### src/rtl/adder_tree_pkg.sv
// ****************************************
// adder tree package
// widths, layer sizes, latencies and the
// element and lane types of the 25-input tree
// ****************************************

package adder_tree_pkg;

    // ****************************************
    // sizes
    // ****************************************

    // one element and one packed word of two elements
    localparam int ELEM_W = 16;
    localparam int N_ELEMS = 25;

    // element 24 has no partner and is left over
    localparam int N_WORDS = N_ELEMS / 2;

    // adders in each layer of the tree
    localparam int L0_PAIRS = N_WORDS / 2;
    localparam int L1_PAIRS = L0_PAIRS / 2;
    localparam int L2_PAIRS = 2;
    localparam int L3_PAIRS = 1;

    // ****************************************
    // latencies
    // ****************************************

    // register stages inside one lane adder
    localparam int LANE_LATENCY = 2;

    // four tree layers plus the final fold
    localparam int N_LAYERS = 5;

    // input register to layer 2 first stage
    localparam int ODD_DELAY = 1 + 2 * LANE_LATENCY - 1;

    // one cycle of input capture, then every layer
    localparam int TREE_LATENCY = 1 + N_LAYERS * LANE_LATENCY;

    // ****************************************
    // types
    // ****************************************

    typedef logic [ELEM_W-1:0] elem_t;

    // element 0 sits in the low bits
    typedef elem_t [N_ELEMS-1:0] elem_vec_t;

    // packing fills the raw word, adders work on the two lanes
    typedef union packed {
        struct packed {
            elem_t hi;
            elem_t lo;
        } lane;
        logic [2*ELEM_W-1:0] word;
    } lane_pair_t;

    typedef logic [TREE_LATENCY-1:0] stage_valid_t;

endpackage
### src/rtl/adder_tree_25.sv
// ****************************************
// 25-input adder tree
// pipelined sum of 25 unsigned elements,
// modulo 2^16, result 11 cycles after entry
// ****************************************

`timescale 1ns/1ps

module adder_tree_25
    import adder_tree_pkg::*;
(
    input  logic      clk,
    input  logic      rst,
    input  logic      data_v,
    input  elem_vec_t elems,
    output elem_t     sum,
    output logic      sum_valid
);

    // ****************************************
    // control
    // ****************************************

    stage_valid_t stage_valid;

    // one valid shift register times every stage
    stage_valid_timer u_timer (
        .clk         (clk),
        .rst         (rst),
        .data_v      (data_v),
        .stage_valid (stage_valid),
        .sum_valid   (sum_valid)
    );

    // ****************************************
    // input capture
    // ****************************************

    elem_vec_t elems_q;

    // bit 0 of stage_valid is data_v itself
    always_ff @(posedge clk) begin
        if (stage_valid[0]) begin
            elems_q <= elems;
        end
    end

    // ****************************************
    // element packing
    // ****************************************

    // word i carries element 2i+1 high, 2i low
    lane_pair_t words [N_WORDS];

    always_comb begin
        for (int i = 0; i < N_WORDS; i++) begin
            words[i].word = {elems_q[2*i+1], elems_q[2*i]};
        end
    end

    // ****************************************
    // odd element delay line
    // ****************************************

    // element 24 has no partner, it rides along here
    // until layer 2 has a free lane for it
    elem_t odd_q [ODD_DELAY];

    // shifts every cycle, items keep their spacing
    always_ff @(posedge clk) begin
        odd_q[0] <= elems_q[N_ELEMS-1];
        for (int i = 1; i < ODD_DELAY; i++) begin
            odd_q[i] <= odd_q[i-1];
        end
    end

    // ****************************************
    // layer 0, 12 words to 6
    // ****************************************

    lane_pair_t l0_a [L0_PAIRS];
    lane_pair_t l0_b [L0_PAIRS];
    lane_pair_t l0_s [L0_PAIRS];

    // word i meets word i+6
    always_comb begin
        for (int i = 0; i < L0_PAIRS; i++) begin
            l0_a[i] = words[i];
            l0_b[i] = words[i+L0_PAIRS];
        end
    end

    tree_layer #(.N_PAIRS(L0_PAIRS)) u_layer0 (
        .clk  (clk),
        .load (stage_valid[1 +: LANE_LATENCY]),
        .a    (l0_a),
        .b    (l0_b),
        .s    (l0_s)
    );

    // ****************************************
    // layer 1, 6 words to 3
    // ****************************************

    lane_pair_t l1_a [L1_PAIRS];
    lane_pair_t l1_b [L1_PAIRS];
    lane_pair_t l1_s [L1_PAIRS];

    always_comb begin
        for (int i = 0; i < L1_PAIRS; i++) begin
            l1_a[i] = l0_s[i];
            l1_b[i] = l0_s[i+L1_PAIRS];
        end
    end

    tree_layer #(.N_PAIRS(L1_PAIRS)) u_layer1 (
        .clk  (clk),
        .load (stage_valid[1 + LANE_LATENCY +: LANE_LATENCY]),
        .a    (l1_a),
        .b    (l1_b),
        .s    (l1_s)
    );

    // ****************************************
    // layer 2, 3 words plus element 24 to 2
    // ****************************************

    lane_pair_t l2_a [L2_PAIRS];
    lane_pair_t l2_b [L2_PAIRS];
    lane_pair_t l2_s [L2_PAIRS];

    always_comb begin
        l2_a[0] = l1_s[0];
        l2_b[0] = l1_s[1];
        l2_a[1] = l1_s[2];
        // delayed element 24 joins in the low lane
        l2_b[1].lane.hi = '0;
        l2_b[1].lane.lo = odd_q[ODD_DELAY-1];
    end

    tree_layer #(.N_PAIRS(L2_PAIRS)) u_layer2 (
        .clk  (clk),
        .load (stage_valid[1 + 2*LANE_LATENCY +: LANE_LATENCY]),
        .a    (l2_a),
        .b    (l2_b),
        .s    (l2_s)
    );

    // ****************************************
    // layer 3, 2 words to 1
    // ****************************************

    lane_pair_t l3_a [L3_PAIRS];
    lane_pair_t l3_b [L3_PAIRS];
    lane_pair_t l3_s [L3_PAIRS];

    always_comb begin
        l3_a[0] = l2_s[0];
        l3_b[0] = l2_s[1];
    end

    tree_layer #(.N_PAIRS(L3_PAIRS)) u_layer3 (
        .clk  (clk),
        .load (stage_valid[1 + 3*LANE_LATENCY +: LANE_LATENCY]),
        .a    (l3_a),
        .b    (l3_b),
        .s    (l3_s)
    );

    // ****************************************
    // fold, two lanes into one sum
    // ****************************************

    lane_pair_t fold_a;
    lane_pair_t fold_b;
    lane_pair_t fold_s;

    // both halves go through low lanes,
    // the high lane just adds zeros
    always_comb begin
        fold_a.lane.hi = '0;
        fold_a.lane.lo = l3_s[0].lane.hi;
        fold_b.lane.hi = '0;
        fold_b.lane.lo = l3_s[0].lane.lo;
    end

    lane_adder u_fold (
        .clk  (clk),
        .load (stage_valid[1 + 4*LANE_LATENCY +: LANE_LATENCY]),
        .a    (fold_a),
        .b    (fold_b),
        .s    (fold_s)
    );

    // fold output register holds the result
    // in the sum_valid cycle
    assign sum = fold_s.lane.lo;

    // ****************************************
    // checks
    // ****************************************

    // a valid result must come from fully loaded
    // registers all the way down the tree
    a_sum_known: assert property (
        @(posedge clk) sum_valid |-> !$isunknown(sum)
    ) else $error("adder_tree_25: unknown bits in sum while sum_valid");

endmodule

### src/rtl/stage_valid_timer.sv
// ****************************************
// stage valid timer
// valid shift register timing every
// pipeline stage and the output pulse
// ****************************************

`timescale 1ns/1ps

module stage_valid_timer
    import adder_tree_pkg::*;
(
    input  logic         clk,
    input  logic         rst,
    input  logic         data_v,
    // bit 0 is the input load strobe,
    // bit k marks an item in pipeline register k
    output stage_valid_t stage_valid,
    output logic         sum_valid
);

    // ****************************************
    // occupancy shift register
    // ****************************************

    // occ[k] is high when an item sits in register k+1
    logic [TREE_LATENCY-1:0] occ;

    always_ff @(posedge clk) begin
        if (!rst) begin
            occ <= '0;
        end else begin
            // every item advances one stage per cycle
            occ <= {occ[TREE_LATENCY-2:0], data_v};
        end
    end

    // ****************************************
    // outputs
    // ****************************************

    // the input register loads straight on data_v
    assign stage_valid = {occ[TREE_LATENCY-2:0], data_v};

    // item has reached the fold output register
    assign sum_valid = occ[TREE_LATENCY-1];

    // ****************************************
    // checks
    // ****************************************

    // end to end latency of the whole tree,
    // as long as no reset cut the item out
    a_latency: assert property (
        @(posedge clk) rst [*TREE_LATENCY] |=>
            (sum_valid == $past(data_v, TREE_LATENCY))
    ) else $error("stage_valid_timer: sum_valid off the data_v timing");

    // reset flushes every item in flight
    a_reset_flush: assert property (
        @(posedge clk) !rst |=> (occ == '0)
    ) else $error("stage_valid_timer: valid bit set right after reset");

endmodule

### src/rtl/tree_layer.sv
// ****************************************
// tree layer
// one layer of the adder tree as an array
// of lane adders sharing one load pair
// ****************************************

`timescale 1ns/1ps

module tree_layer
    import adder_tree_pkg::*;
#(
    // number of lane adders in this layer
    parameter int N_PAIRS = 1
) (
    input  logic                    clk,
    // load enables of the two adder stages
    input  logic [LANE_LATENCY-1:0] load,
    // a[i] is added to b[i]
    input  lane_pair_t              a [N_PAIRS],
    input  lane_pair_t              b [N_PAIRS],
    output lane_pair_t              s [N_PAIRS]
);

    // ****************************************
    // adder array
    // ****************************************

    // all adders of a layer move in lock step,
    // so one load pair serves the whole array
    genvar i;
    generate
        for (i = 0; i < N_PAIRS; i++) begin : g_pair
            lane_adder u_add (
                .clk  (clk),
                .load (load),
                .a    (a[i]),
                .b    (b[i]),
                .s    (s[i])
            );
        end
    endgenerate

endmodule

### src/rtl/lane_adder.sv
// ****************************************
// lane adder
// two-stage pipelined adder with two
// independent 16-bit lanes in one word
// ****************************************

`timescale 1ns/1ps

module lane_adder
    import adder_tree_pkg::*;
(
    input  logic                    clk,
    // load[0] for stage 1, load[1] for stage 2
    input  logic [LANE_LATENCY-1:0] load,
    input  lane_pair_t              a,
    input  lane_pair_t              b,
    output lane_pair_t              s
);

    // ****************************************
    // stage 1, per-lane sums
    // ****************************************

    // each lane wraps at ELEM_W bits, no carry crosses over
    elem_t lo_sum;
    elem_t hi_sum;

    always_ff @(posedge clk) begin
        if (load[0]) begin
            lo_sum <= a.lane.lo + b.lane.lo;
            hi_sum <= a.lane.hi + b.lane.hi;
        end
    end

    // ****************************************
    // stage 2, output register
    // ****************************************

    // holds its value while load[1] is low
    always_ff @(posedge clk) begin
        if (load[1]) begin
            s.lane.lo <= lo_sum;
            s.lane.hi <= hi_sum;
        end
    end

    // ****************************************
    // checks
    // ****************************************

    // stage 2 only ever takes what stage 1 loaded
    // one cycle before
    a_stage_order: assert property (
        @(posedge clk) load[1] |-> $past(load[0])
    ) else $error("lane_adder: stage 2 load without a stage 1 load");

endmodule

### config.mk
export PLATFORM = sky130hd
export DESIGN_NAME = adder_tree_25
export DESIGN_NICKNAME = d
export VERILOG_FILES = /design/src/rtl/adder_tree_pkg.sv /design/src/rtl/adder_tree_25.sv /design/src/rtl/stage_valid_timer.sv /design/src/rtl/tree_layer.sv /design/src/rtl/lane_adder.sv
export SDC_FILE = /design/constraint.sdc
export NUM_CORES = 1
export LEC_CHECK = 0
export ABC_CLOCK_PERIOD_IN_PS = 5520
export BUFFER_PORTS_ARGS = -buffer_cell sky130_fd_sc_hd__buf_2
export CAP_MARGIN = 10
export CORE_UTILIZATION = 30
export DETAILED_ROUTE_END_ITERATION = 8
export GPL_TIMING_DRIVEN = 1
export REMOVE_ABC_BUFFERS = 1
export SETUP_SLACK_MARGIN = 0.1
export SLEW_MARGIN = 0
export SYNTH_ARGS = -nofsm -noshare
export SYNTH_HDL_FRONTEND = slang
export SYNTH_SLANG_ARGS = --single-unit
### constraint.sdc
create_clock -name clk -period 5.52 [get_ports clk]
set_input_delay 0.276 -clock clk [delete_from_list [all_inputs] [get_ports clk]]
set_output_delay 0.276 -clock clk [all_outputs]
set_load 0.01 [all_outputs]
==> load_flow_metrics.sql <==
INSERT INTO impl_metrics (metric_group, metric, value, unit) VALUES
('sta', 'hold_slack', '0.209', 'ns'),
('power', 'power.density', '344', 'mW/mm^2'),
('grt', 'grt.total_usage', '12.5', '%'),
('route', 'drt_iter0_drc', '1891', ''),
('floorplanning', 'dieArea', '0.182', 'sq mm'),
('power', 'power.ir.vdd_worst', '0.297', 'mV'),
('finish', 'multi_input_comb_area', '0.0161', 'sq mm'),
('synthesis', 'syn-cell-area', '0.0540', 'sq mm'),
('synthesis', 'synth.distinct_cells', '77', ''),
('worst_setup_path', 'worstSetupStartpointType', 'flop', ''),
('sta', 'grt_setup_unrepaired', 'false', ''),
('worst_setup_path', 'worst_r2r_path_depth', '8', ''),
('sta', 'max_slew_margin', '32.9', '%'),
('worst_setup_path', 'crit_fanout', '3', ''),
('clock_tree', 'ctsRootBufferMaster', 'clkbuf_16', ''),
('clock_tree', 'worstSkewPairLatency', '0.79', 'ns'),
('power', 'design_power_total', '23400', 'uW'),
('clock_tree', 'post_cts_resize_count', '0', ''),
('floorplanning', 'die_h', '426', 'um'),
('synthesis', 'adder_cell_area_share_of_the_yosys_netlist', '9.24', '%'),
('synthesis', 'synth_flop_cell', 'edfxtp_1', ''),
('grt', 'grt_antenna_before_repair', '4', ''),
('finish', 'area_growth', '25.9', '%'),
('synthesis', 'ys_seq_area_share', '69.5', '%'),
('finish', 'mostFrequentLayoutCell', 'edfxtp_1', ''),
('finish', 'num-fill-cells', '16474', ''),
('worst_setup_path', 'path_class', 'flop to flop', ''),
('synthesis', 'number_of_synthesis_warnings', '0', ''),
('worst_setup_path', 'timing.critical_path.required', '6.03', 'ns'),
('floorplanning', 'floorplan_row_count', '155', ''),
('sta', 'final.min_clock_period', '2.74', 'ns'),
('route', 'drt_drc_violations_left', '0', ''),
('outcome', 'status', 'completed', ''),
('clock_tree', 'cts_tree', 'built', ''),
('finish', 'final-seq-area', '0.0376', 'sq mm'),
('sta', 'finClkSkew', '0.0356', 'ns'),
('sta', 'fin_setup_tns', '0', 'ns'),
('job', 'number_of_maximum_capacitance_violations', '0', ''),
('route', 'drt_wl_cell', '16.7', 'um'),
('clock_tree', 'cts_max_level', '4', ''),
('placement', 'dp.final_hpwl', '79.3', 'mm'),
('placement', 'gp_congestion', '0.834', ''),
('finish', 'design_area', '0.0680', 'sq mm'),
('power', 'power_leakage', '0.0253', 'uW'),
('synthesis', 'cells_after_synth', '3464', ''),
('sta', 'timing_max_transition_violations_final', '0', ''),
('floorplanning', 'initial_cell_density_of_the_core', '30.2', '%'),
('min_path', 'hold_path.class', 'input pin to flop', ''),
('floorplanning', 'standard_cell_core_area', '0.179', 'sq mm'),
('worst_setup_path', 'cp_cell_sequence', 'ha_1 > fa_1 > a21oi_1 > o21ai_1 > a2111oi_0 > o41ai_1 > a21oi_1 > xnor2_1', ''),
('worst_setup_path', 'cpMaxStageDelayCell', 'a2111oi_0', ''),
('synthesis', 'ys_seq_elements', '1275', ''),
('clock_tree', 'cts_buffer_depth', '3', ''),
('synthesis', 'synth_top_cell_by_area', 'edfxtp_1', ''),
('route', 'routed-via-count', '31278', ''),
('clock_tree', 'cts_setup_buffers', '0', ''),
('route', 'vias_per_cell', '4.54', ''),
('route', 'final_antenna_net_count', '0', ''),
('sta', 'timing_hold_violations_final', '0', ''),
('finish', 'top_library_cells_by_usage_in_the_layout_fill_and_taps_aside', 'edfxtp_1 (1200), buf_2 (418), dlygate4sd3_1 (402), ha_1 (360), a21oi_1 (254)', ''),
('worst_setup_path', 'logic_depth_of_the_worst_setup_path_including_buffers', '8', ''),
('synthesis', 'fraction_of_the_mapped_netlist_area_in_compound_gates', '10.3', '%'),
('sta', 'final.period_utilization', '49.7', '%'),
('worst_setup_path', 'endpoint_kind', 'flop', ''),
('synthesis', 'synthDominantCellAreaShare', '66.8', '%'),
('worst_setup_path', 'critPathBufInv', '0', ''),
('synthesis', 'synth-edff-count', '1200', ''),
('grt', 'grt.overflow.total', '0', ''),
('sta', 'tightestPinTransition', '1.01', 'ns'),
('min_path', 'timing.hold.worst_path_depth', '2', ''),
('synthesis', 'post_synth_xor_xnor_area', '5.00', '%');
## registers in the layout, indices dropped and copies added (netlist names), 48 cells and up
register                      flops
u_layer0.g_pair.u_add.s         192
u_layer1.g_pair.u_add.s          96
u_layer1.g_pair.u_add.lo_sum     48
elems_q                         400
u_layer2.g_pair.u_add.s          64
u_layer1.g_pair.u_add.hi_sum     48
odd_q                            64
u_layer0.g_pair.u_add.hi_sum     96
u_layer0.g_pair.u_add.lo_sum     96
## what timing repair did
| item | in CTS | in global routing |
|---|---|---|
| endpoints found under the hold margin | 476 | 0 |
| hold buffers | 402 | 0 |
| endpoints found under the setup margin | 0 | 0 |
## metrics by stage
stage               instances  utilization (%)  worst slack (ns)
finish                   6893             38.0              2.78
global route             6892             38.0              2.64
CTS                      6891             38.0              2.80
detailed placement       6230             33.1              2.83
global placement         6230             33.1              2.88
floorplan                3442                -             0.459
## Yosys cell counts, types with 30 or more instances
| library cell | number |
|---|---|
| o21ai_0 | 135 |
| inv_1 | 62 |
| xnor2_1 | 191 |
| o21a_1 | 36 |
| edfxtp_1 | 1200 |
| ha_1 | 360 |
| nor2_1 | 143 |
| nand3_1 | 63 |
| a21o_1 | 124 |
| o21bai_1 | 33 |
| nand2_1 | 124 |
| a21oi_1 | 254 |
| a211oi_1 | 37 |
| dfxtp_1 | 75 |
| nor2b_1 | 30 |
| xor2_1 | 117 |
| nor3_1 | 48 |
## path summary, 6_finish.rpt
kind,start,endpoint,slack (ns)
max,elems_q[0]$_DFFE_PP_,u_layer0.g_pair[0].u_add.lo_sum[12]$_DFFE_PP_,2.78
min,elems[140],elems_q[140]$_DFFE_PP_,0.21
max reg2reg,elems_q[0]$_DFFE_PP_,u_layer0.g_pair[0].u_add.lo_sum[12]$_DFFE_PP_,2.78
min reg2reg,odd_q[2][12]$_DFF_P_,odd_q[3][12]$_DFF_P_,0.32
## power by group
group | switching, uW | leakage [uW] | internal (uW)
Combinational | 1260 | 0.0111 | 1080
Clock | 3980 | 0.00234 | 5620
Sequential | 179 | 0.0119 | 11300
## per-layer routing
| metal | track usage (%) | routed length [um] | vias to the layer above |
|---|---|---|---|
| met3 | 2.34 | 4130 | 196 |
| met2 | 22.3 | 59400 | 569 |
| li1 | - | - | 15456 |
| met5 | 0 | 0 | - |
| met1 | 15.0 | 48500 | 15057 |
| met4 | 4.64 | 3310 | 0 |
## cell type report
| type | instances | share of cell area (%) |
|---|---|---|
| inverters | 62 | 0.342 |
| clock inverters | 85 | 1.40 |
| multi-input cells | 2105 | 23.7 |
| repair buffers | 835 | 9.25 |
| diodes | 2 | 0.00736 |
| clock buffers | 174 | 5.68 |
| flip-flops and latches | 1275 | 55.3 |
| well taps | 2355 | 4.34 |
## cells by family (layout without fill, tap and decap cells)
| kind of cell | count (synthesis) | count (layout) |
|---|---|---|
| mux | 13 | 13 |
| compound gates | 840 | 840 |
| other cells | 0 | 2 |
| flops | 1275 | 1275 |
| buf+inv | 84 | 1156 |
| simple gates | 560 | 560 |
| fa+ha+maj | 384 | 384 |
| xor+xnor | 308 | 308 |
Power figures use the tool's default switching activity.
